[config.mk]
export PLATFORM = sky130hd
export DESIGN_NAME = upsample2x
export DESIGN_NICKNAME = d
export VERILOG_FILES = /design/src/hdl/resample_cfg_pkg.sv /design/src/hdl/resample_types_pkg.sv /design/src/hdl/mult_if.sv /design/src/hdl/sample_ringbuf.sv /design/src/hdl/coeff_bank.sv /design/src/hdl/shared_multiplier.sv /design/src/hdl/resampler_1ch.sv /design/src/hdl/upsample2x.sv
export SDC_FILE = /design/constraint.sdc
export NUM_CORES = 2
export LEC_CHECK = 0
export BUFFER_PORTS_ARGS = -buffer_cell sky130_fd_sc_hd__buf_2
export CAP_MARGIN = 30
export CORE_MARGIN = 3
export CORE_UTILIZATION = 30
export DETAILED_ROUTE_END_ITERATION = 8
export HOLD_SLACK_MARGIN = 0.02
export PLACE_DENSITY = 0.53
export RECOVER_POWER = 50
export SYNTH_ARGS = -nofsm -noshare
export SYNTH_HDL_FRONTEND = slang
export SYNTH_SLANG_ARGS = --single-unit
[constraint.sdc]
create_clock -name clk -period 12.4 [get_ports clk]
set_input_delay 1.24 -clock clk [delete_from_list [all_inputs] [get_ports clk]]
set_output_delay 1.24 -clock clk [all_outputs]
set_load 0.005 [all_outputs]
[src/hdl/resample_cfg_pkg.sv]
package resample_cfg_pkg;

    // datapath widths
    localparam int SAMPLE_W = 24;
    localparam int COEFF_W = 16;

    // filter shape
    localparam int FIR_DEPTH = 32;
    localparam int FIR_DEPTH_LOG2 = 5;
    localparam int NUM_PHASES = 2;
    localparam int NUM_PHASES_LOG2 = 1;
    localparam int DECIM = 1;

    // load, load data, multiply, accumulate
    localparam int MULT_LATENCY = 4;
    localparam int PIPE_DEPTH = 2 + MULT_LATENCY + 1;

    localparam int BANK_ADDR_W = NUM_PHASES_LOG2 + FIR_DEPTH_LOG2;
    localparam int RB_LEN_LOG2 = 6;
    localparam int NUM_CH = 2;

    // coefficients are Q15
    localparam int Q_SHIFT = 15;

    // stand-in filter taps, easy to predict
    function automatic logic signed [COEFF_W-1:0] coeff_at(input int phase, input int tap);
        return COEFF_W'(256 * (1 + phase * FIR_DEPTH + tap));
    endfunction

endpackage

[src/hdl/resample_types_pkg.sv]
package resample_types_pkg;

    import resample_cfg_pkg::*;

    typedef logic signed [SAMPLE_W-1:0] sample_t;
    typedef logic signed [COEFF_W-1:0] coeff_t;

    // full multiplier product before the Q15 shift
    typedef logic signed [SAMPLE_W+COEFF_W-1:0] prod_t;

    typedef enum logic [2:0] {
        RS_IDLE,
        RS_RESULT,
        RS_CALC_PENDING,
        RS_CALC,
        RS_NEXT_PHASE
    } rs_state_e;

endpackage

[src/hdl/mult_if.sv]
`timescale 1ns/1ps

interface mult_if;
    import resample_cfg_pkg::*;
    import resample_types_pkg::*;

    logic req;
    logic grant;
    sample_t mpcand;
    coeff_t mplier;
    sample_t mprod;
    logic [BANK_ADDR_W-1:0] bank_addr;
    coeff_t bank_data;

    // engine side drives zeros when idle so the hub can OR
    modport engine (output req, mpcand, mplier, bank_addr,
                    input grant, mprod, bank_data);

    modport hub (input req, mpcand, mplier, bank_addr,
                 output grant, mprod, bank_data);

endinterface

[src/hdl/sample_ringbuf.sv]
`timescale 1ns/1ps

module sample_ringbuf (
    input  logic                                        clk,
    input  logic                                        rst,
    input  logic                                        we_i,
    input  resample_types_pkg::sample_t                 data_i,
    input  logic                                        pop_i,
    input  logic [resample_cfg_pkg::FIR_DEPTH_LOG2-1:0] offset_i,
    output resample_types_pkg::sample_t                 data_o
);
    import resample_cfg_pkg::*;
    import resample_types_pkg::*;

    sample_t mem [2**RB_LEN_LOG2];
    logic [RB_LEN_LOG2-1:0] wr_ptr_q;
    logic [RB_LEN_LOG2-1:0] rd_ptr_q;
    logic [RB_LEN_LOG2-1:0] rd_addr;

    // tap offset relative to the oldest unconsumed sample
    assign rd_addr = rd_ptr_q + RB_LEN_LOG2'(offset_i);

    always_ff @(posedge clk) begin
        if (rst) begin
            wr_ptr_q <= '0;
            rd_ptr_q <= '0;
        end else begin
            if (we_i) begin
                wr_ptr_q <= wr_ptr_q + 1'b1;
            end
            if (pop_i) begin
                rd_ptr_q <= rd_ptr_q + 1'b1;
            end
        end
    end

    always_ff @(posedge clk) begin
        if (we_i) begin
            mem[wr_ptr_q] <= data_i;
        end
        data_o <= mem[rd_addr];
    end

endmodule

[src/hdl/coeff_bank.sv]
`timescale 1ns/1ps

module coeff_bank (
    input  logic                                     clk,
    input  logic [resample_cfg_pkg::BANK_ADDR_W-1:0] addr_i,
    output resample_types_pkg::coeff_t               data_o
);
    import resample_cfg_pkg::*;
    import resample_types_pkg::*;

    coeff_t rom [2**BANK_ADDR_W];

    // upper address bit is the phase, lower bits the tap
    for (genvar i = 0; i < 2**BANK_ADDR_W; i++) begin : g_rom
        assign rom[i] = coeff_at(i / FIR_DEPTH, i % FIR_DEPTH);
    end

    // one cycle read latency, the engine pipeline counts on it
    always_ff @(posedge clk) begin
        data_o <= rom[addr_i];
    end

endmodule

[src/hdl/shared_multiplier.sv]
`timescale 1ns/1ps

module shared_multiplier (
    input  logic                        clk,
    input  logic                        rst,
    input  resample_types_pkg::sample_t a_i,
    input  resample_types_pkg::coeff_t  b_i,
    output resample_types_pkg::sample_t p_o
);
    import resample_cfg_pkg::*;
    import resample_types_pkg::*;

    prod_t pipe_q [MULT_LATENCY];

    always_ff @(posedge clk) begin
        if (rst) begin
            for (int i = 0; i < MULT_LATENCY; i++) begin
                pipe_q[i] <= '0;
            end
        end else begin
            pipe_q[0] <= a_i * b_i;
            // plain delay stages for retiming
            for (int i = 1; i < MULT_LATENCY; i++) begin
                pipe_q[i] <= pipe_q[i-1];
            end
        end
    end

    // drop the Q15 fraction and keep the sample width
    assign p_o = SAMPLE_W'(pipe_q[MULT_LATENCY-1] >>> Q_SHIFT);

endmodule

[src/hdl/resampler_1ch.sv]
`timescale 1ns/1ps

module resampler_1ch (
    input  logic                                        clk,
    input  logic                                        rst,
    mult_if.engine                                      mp,
    output logic                                        rb_pop_o,
    output logic [resample_cfg_pkg::FIR_DEPTH_LOG2-1:0] rb_offset_o,
    input  resample_types_pkg::sample_t                 rb_data_i,
    input  logic                                        pop_i,
    output resample_types_pkg::sample_t                 data_o,
    output logic                                        ack_o
);
    import resample_cfg_pkg::*;
    import resample_types_pkg::*;

    rs_state_e state_q;
    logic [NUM_PHASES_LOG2-1:0] phase_q;
    logic [NUM_PHASES_LOG2-1:0] pop_cnt_q;
    // one bit wider, runs on while the pipeline drains
    logic [FIR_DEPTH_LOG2:0] tap_q;
    sample_t acc_q;
    sample_t sample_q;
    coeff_t coeff_q;
    logic active;
    logic wrap_pop;

    // req stays up through calc so the hub can hold the grant
    assign mp.req = (state_q == RS_RESULT) || (state_q == RS_CALC_PENDING)
                    || (state_q == RS_CALC);
    assign active = mp.req && mp.grant;

    // stage 0, tap address to ring buffer and bank
    assign rb_offset_o = tap_q[FIR_DEPTH_LOG2-1:0];
    assign mp.bank_addr = active ? {phase_q, tap_q[FIR_DEPTH_LOG2-1:0]} : '0;

    assign mp.mpcand = sample_q;
    assign mp.mplier = coeff_q;

    assign wrap_pop = pop_cnt_q >= NUM_PHASES - DECIM;
    assign rb_pop_o = (state_q == RS_NEXT_PHASE) && wrap_pop;

    assign ack_o = (state_q == RS_RESULT);
    assign data_o = ack_o ? acc_q : '0;

    // stage 1, operand registers, zero outside calc
    always_ff @(posedge clk) begin
        if (state_q == RS_CALC) begin
            sample_q <= rb_data_i;
            coeff_q <= mp.bank_data;
        end else begin
            sample_q <= '0;
            coeff_q <= '0;
        end
    end

    always_ff @(posedge clk) begin
        if (rst) begin
            state_q <= RS_IDLE;
            phase_q <= '0;
            pop_cnt_q <= '0;
            tap_q <= '0;
            acc_q <= '0;
        end else begin
            tap_q <= '0;
            case (state_q)
                RS_IDLE: begin
                    if (pop_i) begin
                        state_q <= RS_RESULT;
                    end
                end
                RS_RESULT: begin
                    // previous result is on data_o this cycle
                    acc_q <= '0;
                    if (mp.grant) begin
                        tap_q <= 1'b1;
                        state_q <= RS_CALC;
                    end else begin
                        state_q <= RS_CALC_PENDING;
                    end
                end
                RS_CALC_PENDING: begin
                    if (mp.grant) begin
                        tap_q <= 1'b1;
                        state_q <= RS_CALC;
                    end
                end
                RS_CALC: begin
                    // products of taps 0 to FIR_DEPTH-1 come out here
                    if (tap_q >= PIPE_DEPTH - 1 && tap_q < FIR_DEPTH + PIPE_DEPTH - 1) begin
                        acc_q <= acc_q + mp.mprod;
                    end
                    if (tap_q == FIR_DEPTH + PIPE_DEPTH - 1) begin
                        state_q <= RS_NEXT_PHASE;
                    end else begin
                        tap_q <= tap_q + 1'b1;
                    end
                end
                RS_NEXT_PHASE: begin
                    phase_q <= (phase_q == NUM_PHASES - 1) ? '0 : phase_q + 1'b1;
                    if (wrap_pop) begin
                        pop_cnt_q <= NUM_PHASES_LOG2'(pop_cnt_q + DECIM - NUM_PHASES);
                    end else begin
                        pop_cnt_q <= NUM_PHASES_LOG2'(pop_cnt_q + DECIM);
                    end
                    state_q <= RS_IDLE;
                end
                default: begin
                    state_q <= RS_IDLE;
                end
            endcase
        end
    end

endmodule

[src/hdl/upsample2x.sv]
`timescale 1ns/1ps

module upsample2x (
    input  logic                                clk,
    input  logic                                rst,
    input  logic [resample_cfg_pkg::NUM_CH-1:0] in_we_i,
    input  resample_types_pkg::sample_t         data_in_i,
    output logic [resample_cfg_pkg::NUM_CH-1:0] in_pop_o,
    input  logic [resample_cfg_pkg::NUM_CH-1:0] out_pop_i,
    output resample_types_pkg::sample_t         data_out_o,
    output logic [resample_cfg_pkg::NUM_CH-1:0] out_ack_o
);
    import resample_cfg_pkg::*;
    import resample_types_pkg::*;

    mult_if mp [NUM_CH] ();

    logic [NUM_CH-1:0] req;
    logic [NUM_CH-1:0] grant;
    logic [NUM_CH-1:0] grant_q;

    logic [NUM_CH-1:0] rb_pop;
    logic [FIR_DEPTH_LOG2-1:0] rb_offset [NUM_CH];
    sample_t rb_data [NUM_CH];
    sample_t eng_data [NUM_CH];

    logic [BANK_ADDR_W-1:0] bank_addr;
    coeff_t bank_data;
    sample_t mpcand;
    coeff_t mplier;
    sample_t prod;

    assign req = {mp[1].req, mp[0].req};

    // owner keeps the grant while it still requests
    // otherwise channel 0 wins a tie
    always_comb begin
        if ((grant_q & req) != '0) begin
            grant = grant_q;
        end else if (req[0]) begin
            grant = 2'b01;
        end else if (req[1]) begin
            grant = 2'b10;
        end else begin
            grant = '0;
        end
    end

    always_ff @(posedge clk) begin
        if (rst) begin
            grant_q <= '0;
        end else begin
            grant_q <= grant;
        end
    end

    // idle engines drive zeros
    assign bank_addr = mp[0].bank_addr | mp[1].bank_addr;
    assign mpcand = mp[0].mpcand | mp[1].mpcand;
    assign mplier = mp[0].mplier | mp[1].mplier;
    assign data_out_o = eng_data[0] | eng_data[1];

    assign in_pop_o = rb_pop;

    coeff_bank i_coeff_bank (
        .clk    (clk),
        .addr_i (bank_addr),
        .data_o (bank_data)
    );

    shared_multiplier i_shared_multiplier (
        .clk (clk),
        .rst (rst),
        .a_i (mpcand),
        .b_i (mplier),
        .p_o (prod)
    );

    for (genvar ch = 0; ch < NUM_CH; ch++) begin : g_ch
        assign mp[ch].grant = grant[ch];
        assign mp[ch].mprod = prod;
        assign mp[ch].bank_data = bank_data;

        sample_ringbuf i_ringbuf (
            .clk      (clk),
            .rst      (rst),
            .we_i     (in_we_i[ch]),
            .data_i   (data_in_i),
            .pop_i    (rb_pop[ch]),
            .offset_i (rb_offset[ch]),
            .data_o   (rb_data[ch])
        );

        resampler_1ch i_engine (
            .clk         (clk),
            .rst         (rst),
            .mp          (mp[ch]),
            .rb_pop_o    (rb_pop[ch]),
            .rb_offset_o (rb_offset[ch]),
            .rb_data_i   (rb_data[ch]),
            .pop_i       (out_pop_i[ch]),
            .data_o      (eng_data[ch]),
            .ack_o       (out_ack_o[ch])
        );
    end

endmodule

==> impl_metrics.env <==
export IMPL_status="complete, but fails checks"
export IMPL_violations="capacitance limit, slew limit"
export IMPL_ctsResizeCount=0
export IMPL_synth_seq_area_share=0.725
export IMPL_dpl_cell_count=12600
export IMPL_clkTransAtPathRegs_ns=0.06
export IMPL_drv_cap=64
export IMPL_drt_initial_drc_count=6640
export IMPL_dieArea_um2=461000
export IMPL_final_cells=13200
export IMPL_yosys_area_share_simple=0.0299
export IMPL_synth_compound_area_share=0.0211
export IMPL_syn_area_um2=136000
export IMPL_hold_viol_final=0
export IMPL_grt_max_degree=133
export IMPL_track_usage=0.148
export IMPL_synthArstFlopShare=0
export IMPL_yosys_area_share_adder=0.0366
export IMPL_port_buffers=57
export IMPL_crit_fanout=12
export IMPL_critPathArrivalTime_ns=6.99
export IMPL_rsz0062_at_grt="false"
export IMPL_synth_nets=7011
export IMPL_ant_nets=0
export IMPL_drc=0
export IMPL_rows=246
export IMPL_ys_ff_latch=3381
export IMPL_top_level_ports=58
export IMPL_post_route_period_util=0.508
export IMPL_root_buffer="clkbuf_16"
export IMPL_vias_per_cell=4.95
export IMPL_fin_worst_skew_ns=0.0668
export IMPL_setup_viol=0
export IMPL_rr_startpoint="g_ch[0].i_engine.mp.mplier[11]"
export IMPL_vias=65300
export IMPL_hold_buffers=0
export IMPL_routed_wirelength_mm=346
export IMPL_endpoint_kind="flop"
export IMPL_synth_edf_count=3072
export IMPL_crit_start="g_ch[0].i_engine.mp.mplier[11]"
export IMPL_clkSinkCount=3381
export IMPL_p_leak_nw=48.8
export IMPL_die_w_um=679
export IMPL_relSlewSlack=-1.79
export IMPL_antenna_found_initial=15
export IMPL_numCtsBuffers=342
export IMPL_syn_area_per_cell_um2=20.4
export IMPL_fill_cells=41600
export IMPL_cp_required_ns=13.10
export IMPL_grt_pass1_wl_mm=499
export IMPL_synth_distinct_cells=71
export IMPL_grt_overflow=0
export IMPL_final_cell_mix="3072 x edfxtp_1, 960 x mux4_2, 348 x clkbuf_16, 309 x dfxtp_1, 281 x nor2_1"
export IMPL_h_tree_depth=5
export IMPL_synth_top_family_by_area="multiplexers"
export IMPL_drv_slew=3635
export IMPL_drt_wirelength_per_cell_um=26.2
export IMPL_fmax_mhz=159
export IMPL_synthXorXnorAreaFrac=0.00690
export IMPL_synth_ff_type="edfxtp_1"
export IMPL_holdCritStartpoint="i_shared_multiplier.pipe_q[2][22]"
export IMPL_path_class="reg -> reg"
export IMPL_gp_congestion=0.813
export IMPL_worst_pin_slew_ns=4.18
export IMPL_layout_min_cycle_time_ns=6.30
export IMPL_yosysWarnings=0
export IMPL_clkLatencyLatePin_ns=0.95
export IMPL_cts_path_max_buffers=4
export IMPL_synth_area_mux_share=0.164
export IMPL_setup_tns_ns=0
export IMPL_postSynthCellCount=6660
export IMPL_synthToLayoutAreaGrowth_pct=14.4
export IMPL_cts_tree="yes"
export IMPL_pwr_density_cell_nw_per_um2=155
export IMPL_hold_path_class="reg -> reg"
export IMPL_die_h_um=679
export IMPL_ir_worst_vdd_mv=0.100
export IMPL_layout_drive_gt1_share=0.252
export IMPL_core_area_um2=450000
export IMPL_first_global_vias=68200
export IMPL_final_util=0.345
export IMPL_startpoint_type="flop"
export IMPL_drt_pre_antenna_iters=6
export IMPL_p_total_mw=24.1
export IMPL_final_common_cell="edfxtp_1"
export IMPL_place_hpwl_mm=193
export IMPL_fin_nets=7306
export IMPL_initial_core_util=0.302
export IMPL_postCtsSetupBuffers=0
[registers in the layout, indices dropped and copies added (netlist names), 6 cells and up]
register,flops
g_ch.i_ringbuf.mem,3072
i_shared_multiplier.pipe_q,96
g_ch.i_engine.acc_q,48
g_ch.i_engine.mp.mpcand,48
g_ch.i_ringbuf.data_o,48
g_ch.i_engine.mp.mplier,14
g_ch.i_engine.tap_q,12
g_ch.i_ringbuf.rd_ptr_q,12
g_ch.i_ringbuf.wr_ptr_q,12
i_coeff_bank.data_o,7
g_ch.i_engine.state_q,6
[routing by layer]
layer	GRT usage	vias to the layer above	wire, um
met4	0.0359	0	8670
met1	0.199	35400	144000
met2	0.254	1939	174000
met3	0.0197	404	19400
met5	0	-	0
li1	-	27600	-
[metrics by stage]
| stage | hold slack [ns] | setup slack [ns] | instance area [um^2] |
|---|---|---|---|
| after detailed placement | 0.412 | 6.14 | 145000 |
| final | 0.401 | 6.10 | 155000 |
| after global routing | 0.407 | 5.64 | 155000 |
| after floorplan | 0.406 | 6.73 | 136000 |
| after CTS | 0.406 | 6.17 | 156000 |
| after global placement | 0.419 | 5.92 | 144000 |
[area by class of cell]
| cell class | count | area, um^2 | area share |
|---|---|---|---|
| clock inverter | 189 | 1860 | 0.0120 |
| tap | 5952 | 7450 | 0.0480 |
| antenna | 3 | 7.51 | 0.0000483 |
| multi-input combinational | 2732 | 35600 | 0.229 |
| sequential | 3381 | 98400 | 0.634 |
| timing repair buffer | 276 | 2020 | 0.0130 |
| inverter | 222 | 833 | 0.00537 |
| clock buffer | 433 | 9130 | 0.0588 |
[power breakdown]
| part | switching (mW) | internal (mW) |
|---|---|---|
| combinational | 0.786 | 0.583 |
| clock | 4.38 | 5.77 |
| sequential | 0.0327 | 12.5 |
[Yosys cell counts (25+ instances only)]
master	number	share of area
a211oi_1	53	0.0029
a21o_1	38	0.0021
a21oi_1	141	0.0052
a22o_1	39	0.0025
and2_1	39	0.0018
and3_1	45	0.0021
buf_2	95	0.0035
clkbuf_1	191	0.0053
dfxtp_1	309	0.046
edfxtp_1	3072	0.68
fa_1	127	0.019
ha_1	194	0.018
inv_1	221	0.0061
mux2i_1	56	0.0041
mux4_2	960	0.16
nand2_1	84	0.0023
nand3_1	42	0.0015
nor2_1	397	0.011
nor2b_1	141	0.0065
nor3_1	25	0.00092
o21ai_0	76	0.0028
xnor2_1	60	0.0039
xor2_1	47	0.0030
[critical path, cell delays in order (launching register included)]
cell      delay (ns)
dfxtp_1         0.30
nor2_1          0.69
nor2_1          0.16
fa_1            0.51
ha_1            0.29
inv_1           0.04
fa_1            0.45
fa_1            0.49
inv_1           0.05
ha_1            0.27
ha_1            0.27
nand2_1         0.08
nor3_1          0.07
fa_1            0.47
a21o_1          0.20
a221oi_2        0.40
o221ai_2        0.24
a311o_1         0.47
a221oi_1        0.27
o21ai_1         0.12
xnor2_1         0.17
nor2_1          0.05
[path summary, 6_finish.rpt]
path                                        to  slack [ns]  depth (start not counted)
max          i_shared_multiplier.pipe_q[0][38]        6.10                         21
min          i_shared_multiplier.pipe_q[3][22]        0.40                          1
max reg2reg  i_shared_multiplier.pipe_q[0][38]        6.10                         21
min reg2reg  i_shared_multiplier.pipe_q[3][22]        0.40                          1
[cell families after synthesis]
kind of cell	after synthesis
DFF	3381
muxes	1018
and+or+nand+nor	846
buffers and inverters	547
AOI/OAI and AO/OA	440
adders and majority gates	321
xor gates and xnor gates	107
Power figures use the tool's default switching activity.
